<file path="src/inst_rom.hex">
00000013
00a00093
00100113
002081b3
40310233
0041f2b3
0052e333
00634393
00239413
0013d493
fff00513
00a505b3
00b02623
00c02683
00d58733
00e707b3
01078813
00f80893
01189913
0028d993
01390a33
014a0ab3
015a8b33
016b0bb3
01c0006f
fe0b8ee3
00008c67
00c00ceb
01ad0d33
01bd8db3
01ce0e33
00100073

</file>
<file path="src/verilog/axi_pkg.sv">
package axi_pkg;

    // --------------------
    // Field widths
    // --------------------

    typedef logic [31:0] addr_t;
    typedef logic [31:0] data_t;
    typedef logic [2:0]  size_t;
    typedef logic [1:0]  burst_t;
    typedef logic [1:0]  resp_t;

    // Read-address payload, single beat only
    typedef struct packed {
        addr_t  addr;
        size_t  size;
        burst_t burst;
    } ar_chan_t;

    // Read-data payload
    typedef struct packed {
        data_t data;
        resp_t resp;
        logic  last;
    } r_chan_t;

    // --------------------
    // Codes and timing
    // --------------------

    localparam size_t  size_word   = 3'b010;  // 4 bytes per beat
    localparam burst_t burst_fixed = 2'b00;
    localparam resp_t  resp_okay   = 2'b00;

    // Cycles from AR handshake to rvalid
    localparam int rom_latency = 2;

endpackage

</file>
<file path="src/verilog/cpu_pkg.sv">
package cpu_pkg;

    // --------------------
    // Core-side widths
    // --------------------

    // Byte address of an instruction
    typedef logic [31:0] pc_t;

    // One instruction word
    typedef logic [31:0] inst_t;

    // First fetch address after reset
    localparam pc_t reset_pc = 32'h3000_0000;

    // --------------------
    // Instruction ROM geometry
    // --------------------

    localparam int rom_words = 32;

    // Word index, taken from address bits 6..2
    typedef logic [$clog2(rom_words)-1:0] rom_index_t;

endpackage
</file>
<file path="src/verilog/fetch_top.sv">
`timescale 1ns/1ps

module fetch_top (
    input  logic            clock,
    input  logic            reset,
    input  cpu_pkg::pc_t    dnpc,
    input  logic            dnpc_flag,
    input  logic            pipe_stop,
    input  logic            ready,
    output cpu_pkg::pc_t    pc,
    output cpu_pkg::inst_t  inst,
    output logic            valid
);

    // AXI read channels between fetch and ROM
    axi_pkg::ar_chan_t  ar;
    logic               arvalid;
    logic               arready;
    axi_pkg::r_chan_t   r;
    logic               rvalid;
    logic               rready;

    fetch_unit u_fetch (
        .clock     (clock),
        .reset     (reset),
        .dnpc      (dnpc),
        .dnpc_flag (dnpc_flag),
        .pipe_stop (pipe_stop),
        .pc        (pc),
        .inst      (inst),
        .valid     (valid),
        .ready     (ready),
        .ar        (ar),
        .arvalid   (arvalid),
        .arready   (arready),
        .r         (r),
        .rvalid    (rvalid),
        .rready    (rready)
    );

    inst_rom u_rom (
        .clock   (clock),
        .reset   (reset),
        .ar      (ar),
        .arvalid (arvalid),
        .arready (arready),
        .r       (r),
        .rvalid  (rvalid),
        .rready  (rready)
    );

endmodule

</file>
<file path="src/verilog/inst_rom.sv">
`timescale 1ns/1ps

module inst_rom (
    input  logic               clock,
    input  logic               reset,
    input  axi_pkg::ar_chan_t  ar,
    input  logic               arvalid,
    output logic               arready,
    output axi_pkg::r_chan_t   r,
    output logic               rvalid,
    input  logic               rready
);

    localparam int cnt_w = $clog2(axi_pkg::rom_latency + 1);

    cpu_pkg::inst_t       mem [cpu_pkg::rom_words];
    cpu_pkg::rom_index_t  rd_index;

    // Zero when idle; counts down to 1, where the beat is presented
    logic [cnt_w-1:0]     count;

    initial begin
        $readmemh("/design/src/inst_rom.hex", mem);
    end

    // --------------------
    // Handshakes
    // --------------------

    assign arready = (count == '0);
    assign rvalid  = (count == cnt_w'(1));

    always_ff @(posedge clock) begin
        if (reset) begin
            count <= '0;
        end else if (arvalid && arready) begin
            count <= cnt_w'(axi_pkg::rom_latency);
        end else if (count != '0 && (count != cnt_w'(1) || rready)) begin
            count <= count - 1'b1;
        end
    end

    // Word index wraps on address bits 6..2
    always_ff @(posedge clock) begin
        if (arvalid && arready) begin
            rd_index <= ar.addr[2 +: $bits(cpu_pkg::rom_index_t)];
        end
    end

    // --------------------
    // Read data
    // --------------------

    assign r = '{
        data: mem[rd_index],
        resp: axi_pkg::resp_okay,
        last: 1'b1
    };

endmodule

</file>
<file path="src/verilog/fetch_unit.sv">
`timescale 1ns/1ps

module fetch_unit (
    input  logic               clock,
    input  logic               reset,
    input  cpu_pkg::pc_t       dnpc,
    input  logic               dnpc_flag,
    input  logic               pipe_stop,
    output cpu_pkg::pc_t       pc,
    output cpu_pkg::inst_t     inst,
    output logic               valid,
    input  logic               ready,
    output axi_pkg::ar_chan_t  ar,
    output logic               arvalid,
    input  logic               arready,
    input  axi_pkg::r_chan_t   r,
    input  logic               rvalid,
    output logic               rready
);

    typedef enum logic [1:0] {
        issue,
        wait_data,
        hold
    } fetch_state_t;

    fetch_state_t  state;

    // Captured redirect and stop
    logic          stop_held;
    logic          redir_held;
    cpu_pkg::pc_t  target_held;

    logic          capture_en;
    logic          handoff;
    logic          any_held;
    logic          take_stop;
    cpu_pkg::pc_t  next_pc;

    // --------------------
    // Bus side
    // --------------------

    assign ar      = '{addr: pc, size: axi_pkg::size_word, burst: axi_pkg::burst_fixed};
    assign arvalid = (state == issue);
    assign rready  = 1'b1;
    assign valid   = (state == hold);

    // Request, data return, handoff
    always_ff @(posedge clock) begin
        if (reset) begin
            state <= issue;
        end else begin
            case (state)
                issue:     if (arready) state <= wait_data;
                wait_data: if (rvalid)  state <= hold;
                hold:      if (ready)   state <= issue;
                default:   state <= issue;
            endcase
        end
    end

    always_ff @(posedge clock) begin
        if (state == wait_data && rvalid) begin
            inst <= r.data;
        end
    end

    // --------------------
    // Redirect and stop
    // --------------------

    // Window runs from the data beat through the handoff clock
    assign capture_en = (state == hold) || (state == wait_data && rvalid);
    assign handoff    = (state == hold) && ready;
    assign any_held   = stop_held || redir_held;

    always_ff @(posedge clock) begin
        if (reset) begin
            stop_held  <= 1'b0;
            redir_held <= 1'b0;
        end else if (handoff) begin
            stop_held  <= 1'b0;
            redir_held <= 1'b0;
        end else if (capture_en && !any_held) begin
            stop_held  <= pipe_stop;
            redir_held <= dnpc_flag && !pipe_stop;
        end
    end

    always_ff @(posedge clock) begin
        if (capture_en && !any_held && dnpc_flag) begin
            target_held <= dnpc;
        end
    end

    // Stop, then redirect, then sequential; a held flag beats a fresh one
    assign take_stop = stop_held || (!any_held && pipe_stop);

    always_comb begin
        if (take_stop) begin
            next_pc = pc;
        end else if (redir_held) begin
            next_pc = target_held;
        end else if (dnpc_flag) begin
            next_pc = dnpc;
        end else begin
            next_pc = pc + 32'd4;
        end
    end

    always_ff @(posedge clock) begin
        if (reset) begin
            pc <= cpu_pkg::reset_pc;
        end else if (handoff) begin
            pc <= next_pc;
        end
    end

endmodule

</file>
<file path="config.mk">
export PLATFORM = sky130hd
export DESIGN_NAME = fetch_top
export DESIGN_NICKNAME = d
export VERILOG_FILES = /design/src/verilog/axi_pkg.sv /design/src/verilog/cpu_pkg.sv /design/src/verilog/fetch_top.sv /design/src/verilog/inst_rom.sv /design/src/verilog/fetch_unit.sv
export SDC_FILE = /design/constraint.sdc
export NUM_CORES = 1
export LEC_CHECK = 0
export BUFFER_PORTS_ARGS = -buffer_cell sky130_fd_sc_hd__buf_2
export CAP_MARGIN = 40
export CORE_UTILIZATION = 25
export CTS_BUF_LIST = sky130_fd_sc_hd__clkbuf_4
export DETAILED_ROUTE_END_ITERATION = 12
export PLACE_DENSITY = 0.5
export SLEW_MARGIN = 20
export SYNTH_ARGS = -nofsm -noshare
export SYNTH_HDL_FRONTEND = slang
export SYNTH_SLANG_ARGS = --single-unit
</file>
<file path="constraint.sdc">
create_clock -name clock -period 3.36 [get_ports clock]
set_input_delay 0.672 -clock clock [delete_from_list [all_inputs] [get_ports clock]]
set_output_delay 0.672 -clock clock [all_outputs]
set_load 0.02 [all_outputs]
</file>
**Yosys cells after proc, flatten, opt, wreduce, memory -nomap -nowiden**

Cells that the tools add are included.

- Output and inout bits: 65
- Input bits: 37
- Register bits after elaboration: 102

- Bitwise logic cells: 1
- Eq/ne operators: 6
- Reductions and logical operators: 20
- Mux-type cells: 8
- $add $sub $neg: 2

Operators with widths:

| operator | number |
|---|---|
| 32-bit two-way mux | 2 |
| 32-bit by 3-bit adder with 32-bit output, second input constant | 1 |
| 2-bit two-way mux | 5 |
| 1-bit logical AND | 7 |
| 2-bit one-hot mux with 3 select lines | 1 |
| 2-bit by 1-bit equality test with 1-bit output, second input constant | 2 |
| 2-bit logical NOT | 2 |
| 2-bit != test, second input constant | 2 |
| 2-bit nonzero test | 2 |
| 2-bit OR reduction | 2 |
| 1-bit logical OR | 3 |
| 3-bit AND reduction | 1 |
| 2-bit equality test, second input constant | 1 |
| 1-bit logical NOT | 2 |
| 2-bit by 1-bit != test with 1-bit output, second input constant | 1 |
| 2-bit AND reduction | 1 |
| 2-bit by 1-bit subtractor with 2-bit output, second input constant | 1 |
| 1-bit inverter | 1 |

**Logic depth before layout (Yosys ltp)**

Gate-level depths: netlist of run 1.

- Word-level depth: 6
- Gate-level depth with buffers: 7
- Depth with buffers taken out: 6

**By module**

A second synthesis of run 1 with hierarchy kept.

- Cells, all modules: 469
- Area, all modules: 4,971.0 µm²

Modules (own cells, without submodules):

| module | area each (µm²) | instances | cells an instance |
|---|---|---|---|
| fetch_unit | 4,611.9 | 1 | 422 |
| inst_rom | 359.1 | 1 | 47 |

**Worst setup path after synthesis of run 1**

No wires, ideal clock.

- Kind: input-to-reg
- From: input dnpc_flag
- To: register u_fetch.target_held[0], enable pin
- Setup time: 392 ps
- Slack: 881 ps
- Cell stages on the path: 3
- Arrival time: 2,087 ps
- Cell sequence: clkbuf_1 -> clkbuf_1 -> and3b_1

- Longest elaborated chain between the ends: 1

Ends and longest elaborated chain:

| what | RTL line | text |
|---|---|---|
| from (decl) | fetch_top.sv:7 | `input logic dnpc_flag,` |
| 1-bit logical AND | fetch_unit.sv:92 | `if (capture_en && !any_held && dnpc_flag) begin` |
| to (signal assigned) | fetch_unit.sv:93 | `target_held <= dnpc;` |
| to (decl) | fetch_unit.sv:32 | `cpu_pkg::pc_t target_held;` |

Every way passes these cells.
A chain may end at the register's enable or synchronous reset.

**Final worst setup path of run 1**

- From: register u_fetch.pc[5]
- To: register u_fetch.pc[29]

- Longest elaborated chain between the ends: 3

Ends and longest elaborated chain:

| what | RTL line | text |
|---|---|---|
| from (decl) | fetch_unit.sv:9 | `output cpu_pkg::pc_t pc,` |
| from (signal assigned) | fetch_unit.sv:114 | `pc <= cpu_pkg::reset_pc;` |
| from (signal assigned) | fetch_unit.sv:116 | `pc <= next_pc;` |
| 32-bit by 3-bit adder with 32-bit output | fetch_unit.sv:108 | `next_pc = pc + 32'd4;` |
| 32-bit two-way mux | fetch_unit.sv:105 | `end else if (dnpc_flag) begin` |
| 32-bit two-way mux | fetch_unit.sv:103 | `end else if (redir_held) begin` |

Every way passes these cells.

==> qor.csv, run 1 <==
metric,value,unit
grt_first_pass_wirelength,18.02,mm
period_minus_slack,2.419,ns
routed_wirelength,11.45,mm
gp_congestion,0.7515,
synthTopCellsByCount,"38 x a21oi_1, 38 x dfxtp_1, 32 x buf_4, 32 x edfxtp_1, 31 x nand2_1",
max_freq,0.4134,GHz
synth-seq-cells,70,
timing.max_cap.violations,0,
synth-edff-count,32,
path_class,flip-flop to flip-flop,
postCtsSetupBuffers,0,
slew_headroom,0.4581,
yosysUniqueCellTypes,60,
first_global_vias,3223,
ios,102,
cts_root_buf,clkbuf_4,
rsz0062_at_grt,no,
min_path_type,input port to flip-flop,
die-area,15860,um2
grt_overflow,0,
antenna_found_initial,0,
fin_crit_sh,0.7200,
num_vias,3459,
dp.cells,649,
core_region_area,14750,um2
areaGrowthSynthToFinish,15.21,%
numCtsBuffers,9,
final_cells,665,
slew_viol_final,0,
postSynthCellCount,414,
status,"finished, final reports clean",
hold_path_end,u_fetch.target_held[25],
cp_max_fo,9,
track_usage,0.1458,
whs_path_depth,1,
nets,514,
crit_arrival,2.75,ns
drive_above_1_share,0.2370,
die_w,126.0,um
start_kind,flip-flop,
dr.pass1.iters,5,
viasPerCell,5.202,
synth.top_cell.area_share,0.2502,
regToRegStartpoint,u_fetch.pc[5],
cts.sinks,70,
synth_top_area_cell,edfxtp_1,
ys_warn_count,0,
p_leak,1.619,nW
drt.antenna.violating_nets,0,
setup_viol,0,
hold_violations,0,
power.density,407.2,nW/um2
clk_latency,0.44,ns
clk_path_buf_depth,2,
crit_required,3.69,ns
io_buffers,69,
max_slew.worst_pin.slew,0.8128,ns
hpwl,7.982,mm
ctsHoldBuffers,0,
fp.dieH,126.0,um
r2r_setup_slack,0.94,ns
hp-start,dnpc[25],
async_reset_ff_frac,0,
drtIter0Drc,267,
critPathCaptureType,flip-flop,
worst_slack,0.9408,ns
rows,44,
ys_seq_area_frac,0.4482,
synthTopCellsByArea,"edfxtp_1 25%, dfxtp_1 20%, buf_4 6.3%, a21oi_1 5.0%, o21ai_0 3.1%",
place_worst_setup_slack,0.8435,ns
cts-htree-levels,3,
rr_worst_depth,5,
tns,0,ns
grt_max_degree,38,
wl_per_cell,17.21,um
clk_pin_slew,0.14,ns
syn_avg_cell_area,9.278,um2
cts-resized-gates,0,
r2r-end,u_fetch.pc[29],
antenna_cells,0,
finalClockSkew,0.02365,ns
drc,0,
initial_utilization,0.2603,
peakVddDrop,144.7,uV
cts_tree,yes,
ys.flop_type,dfxtp_1,
synth_area,3841,um2
-- sequential cells by signal (all words and copies together), names as in the netlist --
register             cells
u_fetch.stop_held        1
u_fetch.target_held     32
u_fetch.redir_held       1
u_fetch.pc              32
u_rom.count              2
u_fetch.state            2
-- critical path, stage by stage, from the launching register on --
cell,delay [ns]
dfxtp_1,0.49
nand4_2,0.20
nor4_4,0.63
nand3_4,0.21
o211a_1,0.27
or4b_1,0.51
-- kinds of logic (layout without fill, tap and decap cells) --
family / Yosys count / after routing / synth area share
compound gates: 139 / 139 / 0.2384
simple gates: 132 / 132 / 0.1964
flops: 70 / 70 / 0.4482
buf+inv: 70 / 106 / 0.1101
fa+ha+maj: 1 / 1 / 0.003257
other cells: 1 / 32 / 0.0009763
mux: 1 / 1 / 0.002606
-- per-stage QoR --
stage          power, mW  area, um2    util  hold slack, ns
4_1_cts            1.815       4425  0.2999          0.3925
3_3_place_gp       1.093       4230  0.2867          0.4510
2_1_floorplan      1.070       3958       -          0.4395
6_report           1.802       4425  0.2999          0.4164
5_1_grt            1.867       4425  0.2999          0.3875
3_5_place_dp       1.097       4238  0.2872          0.4672
-- routing by layer --
metal  wire, um  global-route usage  share of wire  vias up
li1           -                   -              -     1637
met3        605             0.03016          0.053        8
met5          0                   0              0        -
met1       5456              0.2008           0.48     1676
met4         87             0.03685         0.0076        0
met2       5298              0.2320           0.46      138
-- how the worst max path moves through the flow --
stage                   from                      to  slack (ns)
5_1_grt        u_fetch.pc[8]          u_fetch.pc[29]        0.83
6_report       u_fetch.pc[5]          u_fetch.pc[29]        0.94
2_1_floorplan      dnpc_flag  u_fetch.target_held[0]        0.88
3_3_place_gp       dnpc_flag          u_fetch.pc[29]        0.87
3_5_place_dp       dnpc_flag          u_fetch.pc[29]        0.84
4_1_cts        u_fetch.pc[8]          u_fetch.pc[29]        0.95
-- layout make-up --
class	count	area, um2
Fill cell	1573	10330
Multi-Input combinational cell	305	1813
Sequential cell	70	1722
Timing Repair Buffer	82	442.9
Tap cell	184	230.2
Clock inverter	7	120.1
Clock buffer	9	67.56
Inverter	8	30.03
-- power by group --
part           switching [mW]  internal, mW  leakage, nW
registers              0.0117         0.905        0.595
logic                   0.110        0.0517        0.927
clock network           0.343         0.380       0.0969
-- cells in the final DEF, fill, tap and decap left out, drive strengths merged, types with 4 or more instances in the layout --
master and n:
a21o 5, or4 4, o211ai 7, clkbuf 9, inv 10, a31oi 10
o21a 5, nor3 10, a21oi 38, nor4 6, buf 82, dfxtp 38
a311oi 5, a22o 5, nand3 19, nand2 32, nand4 9, a22oi 15
conb 32, nor2 24, and4 5, o21ai 24, edfxtp 32
Note: power is estimated with default switching activity, not from simulation.
==> run 2, diff against run 1 <==
==> constraint.sdc (replaced) <==
create_clock -name clock -period 2.35 [get_ports clock]
set_input_delay 0.47 -clock clock [delete_from_list [all_inputs] [get_ports clock]]
set_output_delay 0.47 -clock clock [all_outputs]
set_load 0.02 [all_outputs]
==> qor.csv, run 2 (synthesized netlist as in run 1, its figures left out) <==
metric,value,unit
status,"finished, final reports clean",
rows,44,
slew_headroom,0.6241,
grt_first_pass_wirelength,18.22,mm
start_kind,flip-flop,
crit_required,2.65,ns
mostFrequentLayoutCells,"69 x buf_2, 38 x a21oi_1, 38 x dfxtp_1",
power.density,519.5,nW/um2
die-area,15860,um2
rsz0062_at_grt,no,
num_vias,3438,
die_w,126.0,um
tns,0,ns
ios,102,
clk_path_buf_depth,2,
numCtsBuffers,9,
drt.antenna.violating_nets,0,
drtIter0Drc,187,
clk_pin_slew,0.13,ns
grt_overflow,0,
grt_max_degree,41,
gp_congestion,0.8224,
track_usage,0.1483,
initial_utilization,0.2603,
cts_tree,yes,
layout_commonest_cell,buf_2,
max_freq,0.4534,GHz
routed_wirelength,11.50,mm
finalClockSkew,0.02013,ns
io_buffers,69,
fp.dieH,126.0,um
viasPerCell,5.093,
setup_viol,0,
cts_root_buf,clkbuf_4,
cp_max_fo,7,
first_global_vias,3211,
postCtsSetupBuffers,0,
min_path_type,input port to flip-flop,
max_slew.worst_pin.slew,0.5639,ns
core_region_area,14750,um2
antenna_found_initial,0,
p_leak,1.654,nW
wl_per_cell,17.03,um
final_core_util,0.3032,
hpwl,8.110,mm
drc,0,
slew_viol_final,0,
fin_total_pwr,2.324,mW
top_regs,"u_fetch.pc (32), u_fetch.target_held (32)",
drive_above_1_share,0.2525,
cts-resized-gates,0,
path_class,flip-flop to flip-flop,
period_minus_slack,2.206,ns
peakVddDrop,205.0,uV
antenna_cells,0,
hold_ws,0.2206,ns
hold_violations,0,
timing.max_cap.violations,0,
nets,525,
dr.pass1.iters,5,
areaGrowthSynthToFinish,16.45,%
ctsHoldBuffers,0,
nFillCells,1556,
cts.sinks,70,
fin_crit_sh,0.9386,
critPathCaptureType,flip-flop,
clk_latency,0.44,ns
cts-htree-levels,3,
crit_arrival,2.51,ns
==> run 2: cell types whose count changed in the layout (fill, tap and decap cells not counted), sizes merged <==
cell    before  now
buf         82   93
clkbuf       9   10
clkinv       1    3
bufinv       3    1
inv         10    8
==> run 2: critical path, stage by stage (launching register included) <==
cell	delay, ns
dfxtp_1	0.47
nand2_2	0.17
nor4_4	0.50
nand3_4	0.17
o211a_1	0.26
or4b_1	0.50
==> run 2: cell type report <==
cell class                      instances  area, um2  area share
Clock buffer                           10      75.07     0.01678
Sequential cell                        70       1722      0.3849
Tap cell                              184      230.2     0.05147
Multi-Input combinational cell        305       1814      0.4056
Clock inverter                          5      51.30     0.01147
Inverter                                8      30.03    0.006713
Timing Repair Buffer                   93      550.5      0.1231
==> run 2: path summary, 6_finish.rpt <==
check	from	slack, ns	end	cells after the start
hold reg to reg	u_fetch.state[1]	0.48	u_fetch.state[0]	1
setup reg to reg	u_fetch.pc[6]	0.14	u_fetch.pc[29]	5
setup / recovery	u_fetch.pc[6]	0.14	u_fetch.pc[29]	5
hold / removal	dnpc[3]	0.22	u_fetch.target_held[3]	1
==> run 2: per-stage QoR <==
step	setup slack [ns]	instances	area, um2
3_3_place_gp	0.2770	660	4347
6_report	0.1443	675	4473
2_1_floorplan	0.2072	445	3959
5_1_grt	0.02484	675	4473
3_5_place_dp	0.1901	660	4347
4_1_cts	0.1416	675	4473
==> run 2: power breakdown <==
part	switching, mW	leakage (nW)	internal, mW
combinational	0.162	0.989	0.0798
clock	0.450	0.0697	0.324
sequential	0.0139	0.595	1.29
total	0.626	1.65	1.70
==> run 2: routing by layer <==
layer / global-route usage / vias to the layer above / part of all wire
met1: 0.2141 / 1636 / 0.49
met3: 0.03483 / 9 / 0.065
li1: - / 1655 / -
met4: 0.04252 / 0 / 0.010
met5: 0 / - / 0
met2: 0.2181 / 138 / 0.43
==> run 3, diff against run 2 <==
--- a/config.mk
+++ b/config.mk
@@ -5,6 +5,7 @@
 export SDC_FILE = /design/constraint.sdc
 export NUM_CORES = 1
 export LEC_CHECK = 0
+export ABC_AREA = 1
 export BUFFER_PORTS_ARGS = -buffer_cell sky130_fd_sc_hd__buf_2
 export CAP_MARGIN = 40
 export CORE_UTILIZATION = 25
==> qor.csv, run 3 <==
metric,value,unit
grt_overflow,0,
synth_most_common_cell,nand2_1,
min_path_type,input port to flip-flop,
final_cells,731,
setup_viol,0,
crit_required,2.44,ns
top_regs,"u_fetch.pc (32), u_fetch.target_held (32)",
synthTopCellsByCount,"129 x nand2_1, 46 x nor2_1, 38 x dfxtp_1",
fin_crit_sh,0.7814,
hold_violations,0,
clk_pin_slew,0.13,ns
status,finished with violations,
peakVddDrop,181.5,uV
grt_use_met1,0.1788,
synth.top_cell.area_share,0.2529,
wl_per_cell,14.66,um
clk_latency,0.45,ns
path_class,flip-flop to flip-flop,
rsz0062_at_grt,no,
layout_commonest_cell,nand2_1,
viasPerCell,4.706,
ys_seq_area_frac,0.4531,
ys_warn_count,0,
antenna_found_initial,0,
regToRegStartpoint,u_rom.count[1],
r2r-end,u_fetch.target_held[21],
die-area,15700,um2
grt_max_degree,38,
drive_above_1_share,0.2048,
cp.depth,8,
track_usage,0.1410,
slew_viol_final,0,
p_leak,1.747,nW
power.density,525.9,nW/um2
cp_num_buf_inv,4,
dr.pass1.iters,11,
cp_max_fo,32,
syn_avg_cell_area,8.017,um2
async_reset_ff_frac,0,
cts_root_buf,clkbuf_4,
rows,44,
violations,DRC,
max_freq,0.5446,GHz
ys.flop_type,dfxtp_1,
synth-seq-cells,70,
critical-path-top-delay-family,buffers and inverters,
io_buffers,69,
max_slew.worst_pin.slew,0.5735,ns
crit_path_max_incr_delay,0.40,ns
dp.cells,716,
start_kind,flip-flop,
antenna_cells,0,
timing.max_cap.violations,0,
synth_area,3800,um2
synth-edff-count,32,
numCtsBuffers,9,
core_region_area,14700,um2
finalClockSkew,0.02437,ns
r2r_setup_slack,0.51,ns
gp_congestion,0.8581,
fp.dieH,125.3,um
cts_tree,yes,
num_vias,3440,
cts.sinks,70,
postSynthCellCount,474,
grt_first_pass_wirelength,17.16,mm
nets,581,
synth_top_area_cell,edfxtp_1,
drc,22,
ios,102,
areaGrowthSynthToFinish,14.52,%
cts-htree-levels,3,
grtUsageMet3,0.04279,
cp_common_cell,inv_1,
initial_utilization,0.2585,
crit_chain,inv_1 -> nand2_1 -> nor3_1 -> inv_1 -> a21oi_1 -> inv_1 -> nor2_2 -> buf_4,
use_met2,0.2297,
die_w,125.3,um
slew_headroom,0.6171,
yosysUniqueCellTypes,33,
routed_wirelength,10.72,mm
timing.critical_path.to,u_fetch.target_held[21],
tns,0,ns
nFillCells,1587,
ctsHoldBuffers,0,
fin_total_pwr,2.288,mW
mostFrequentLayoutCells,"129 x nand2_1, 69 x buf_2, 44 x nor2_1",
period_minus_slack,1.836,ns
postCtsSetupBuffers,0,
drtIter0Drc,165,
grt-busiest-layer,met2,
first_global_vias,3275,
crit_start,u_rom.count[1],
slowest_stage,buf_4,
cts-resized-gates,0,
crit_arrival,1.93,ns
drt.antenna.violating_nets,0,
critPathCaptureType,flip-flop,
hpwl,7.940,mm
clk_path_buf_depth,2,
synthTopCellsByArea,"edfxtp_1 25%, dfxtp_1 20%, nand2_1 13%, buf_4 6.9%, a221oi_1 5.1%",
rr_worst_depth,8,
[run 3: changes by cell type in the layout (fill, tap and decap cells not counted), moves of 8 or more]
cell / delta
xor2_1: +8
buf_4: -15
nor2_1: +20
inv_1: +14
nor3_1: -8
nand2_1: +98
a31oi_1: -8
a221oi_1: +22
a22oi_1: -13
nand3b_1: +9
[run 3: power by group]
part | switching [mW] | total, mW | internal, mW
combinational | 0.148 | 0.206 | 0.0575
clock | 0.438 | 0.762 | 0.324
sequential | 0.0178 | 1.32 | 1.30
[run 3: layout make-up]
| type | count | area, um2 | share of cell area |
|---|---|---|---|
| multi-input combinational | 360 | 1778 | 0.4086 |
| sequential | 70 | 1722 | 0.3956 |
| timing repair buffer | 76 | 397.9 | 0.09143 |
| tap | 184 | 230.2 | 0.05290 |
| inverter | 26 | 97.59 | 0.02243 |
| clock buffer | 10 | 75.07 | 0.01725 |
| clock inverter | 5 | 51.30 | 0.01179 |
[run 3: cell families (layout without fill, tap and decap cells)]
family / after synthesis / in the layout / share of synthesized area
flip-flops: 70 / 70 / 0.4531
AND/OR/NAND/NOR: 216 / 216 / 0.2420
AO/OA/AOI/OAI: 100 / 100 / 0.1643
adder cells (fa/ha/maj): 1 / 1 / 0.003292
other: 1 / 32 / 0.0009869
buffers and inverters: 75 / 117 / 0.1110
XOR/XNOR: 11 / 11 / 0.02536
[run 3: how the worst min path moves through the flow]
stage                                   end      startpoint  cells after the start
finish              u_fetch.target_held[30]        dnpc[30]                      1
global route         u_fetch.target_held[9]         dnpc[9]                      1
CTS                 u_fetch.target_held[31]        dnpc[31]                      1
detailed placement           u_rom.count[0]  u_rom.count[0]                      1
global placement             u_rom.count[0]  u_rom.count[1]                      2
floorplan                    u_rom.count[0]  u_rom.count[1]                      2
[run 3: stage by stage]
stage / utilization / hold WS, ns / worst slack, ns / instance area, um2
after floorplan: - / 0.4424 / 0.1966 / 3919
after global placement: 0.2875 / 0.4541 / 0.4633 / 4225
after detailed placement: 0.2875 / 0.4685 / 0.3875 / 4225
after CTS: 0.2961 / 0.1686 / 0.4829 / 4352
after global routing: 0.2961 / 0.1594 / 0.3014 / 4352
final: 0.2961 / 0.2028 / 0.5138 / 4352
[run 3: per-layer routing]
metal  vias to the layer above  part of all wire
met5                         -                 0
met1                      1613              0.46
met4                         0             0.015
met2                       118              0.46
met3                        14             0.066
li1                       1695                 -
[run 3: worst reg2reg max path, delay by kind of cell, from the launching register on]
| kind | cells | cell delay, ns |
|---|---|---|
| and+or+nand+nor | 3 | 0.32 |
| buffers and inverters | 4 | 0.63 |
| AOI/OAI and AO/OA | 1 | 0.18 |
| DFF | 1 | 0.34 |
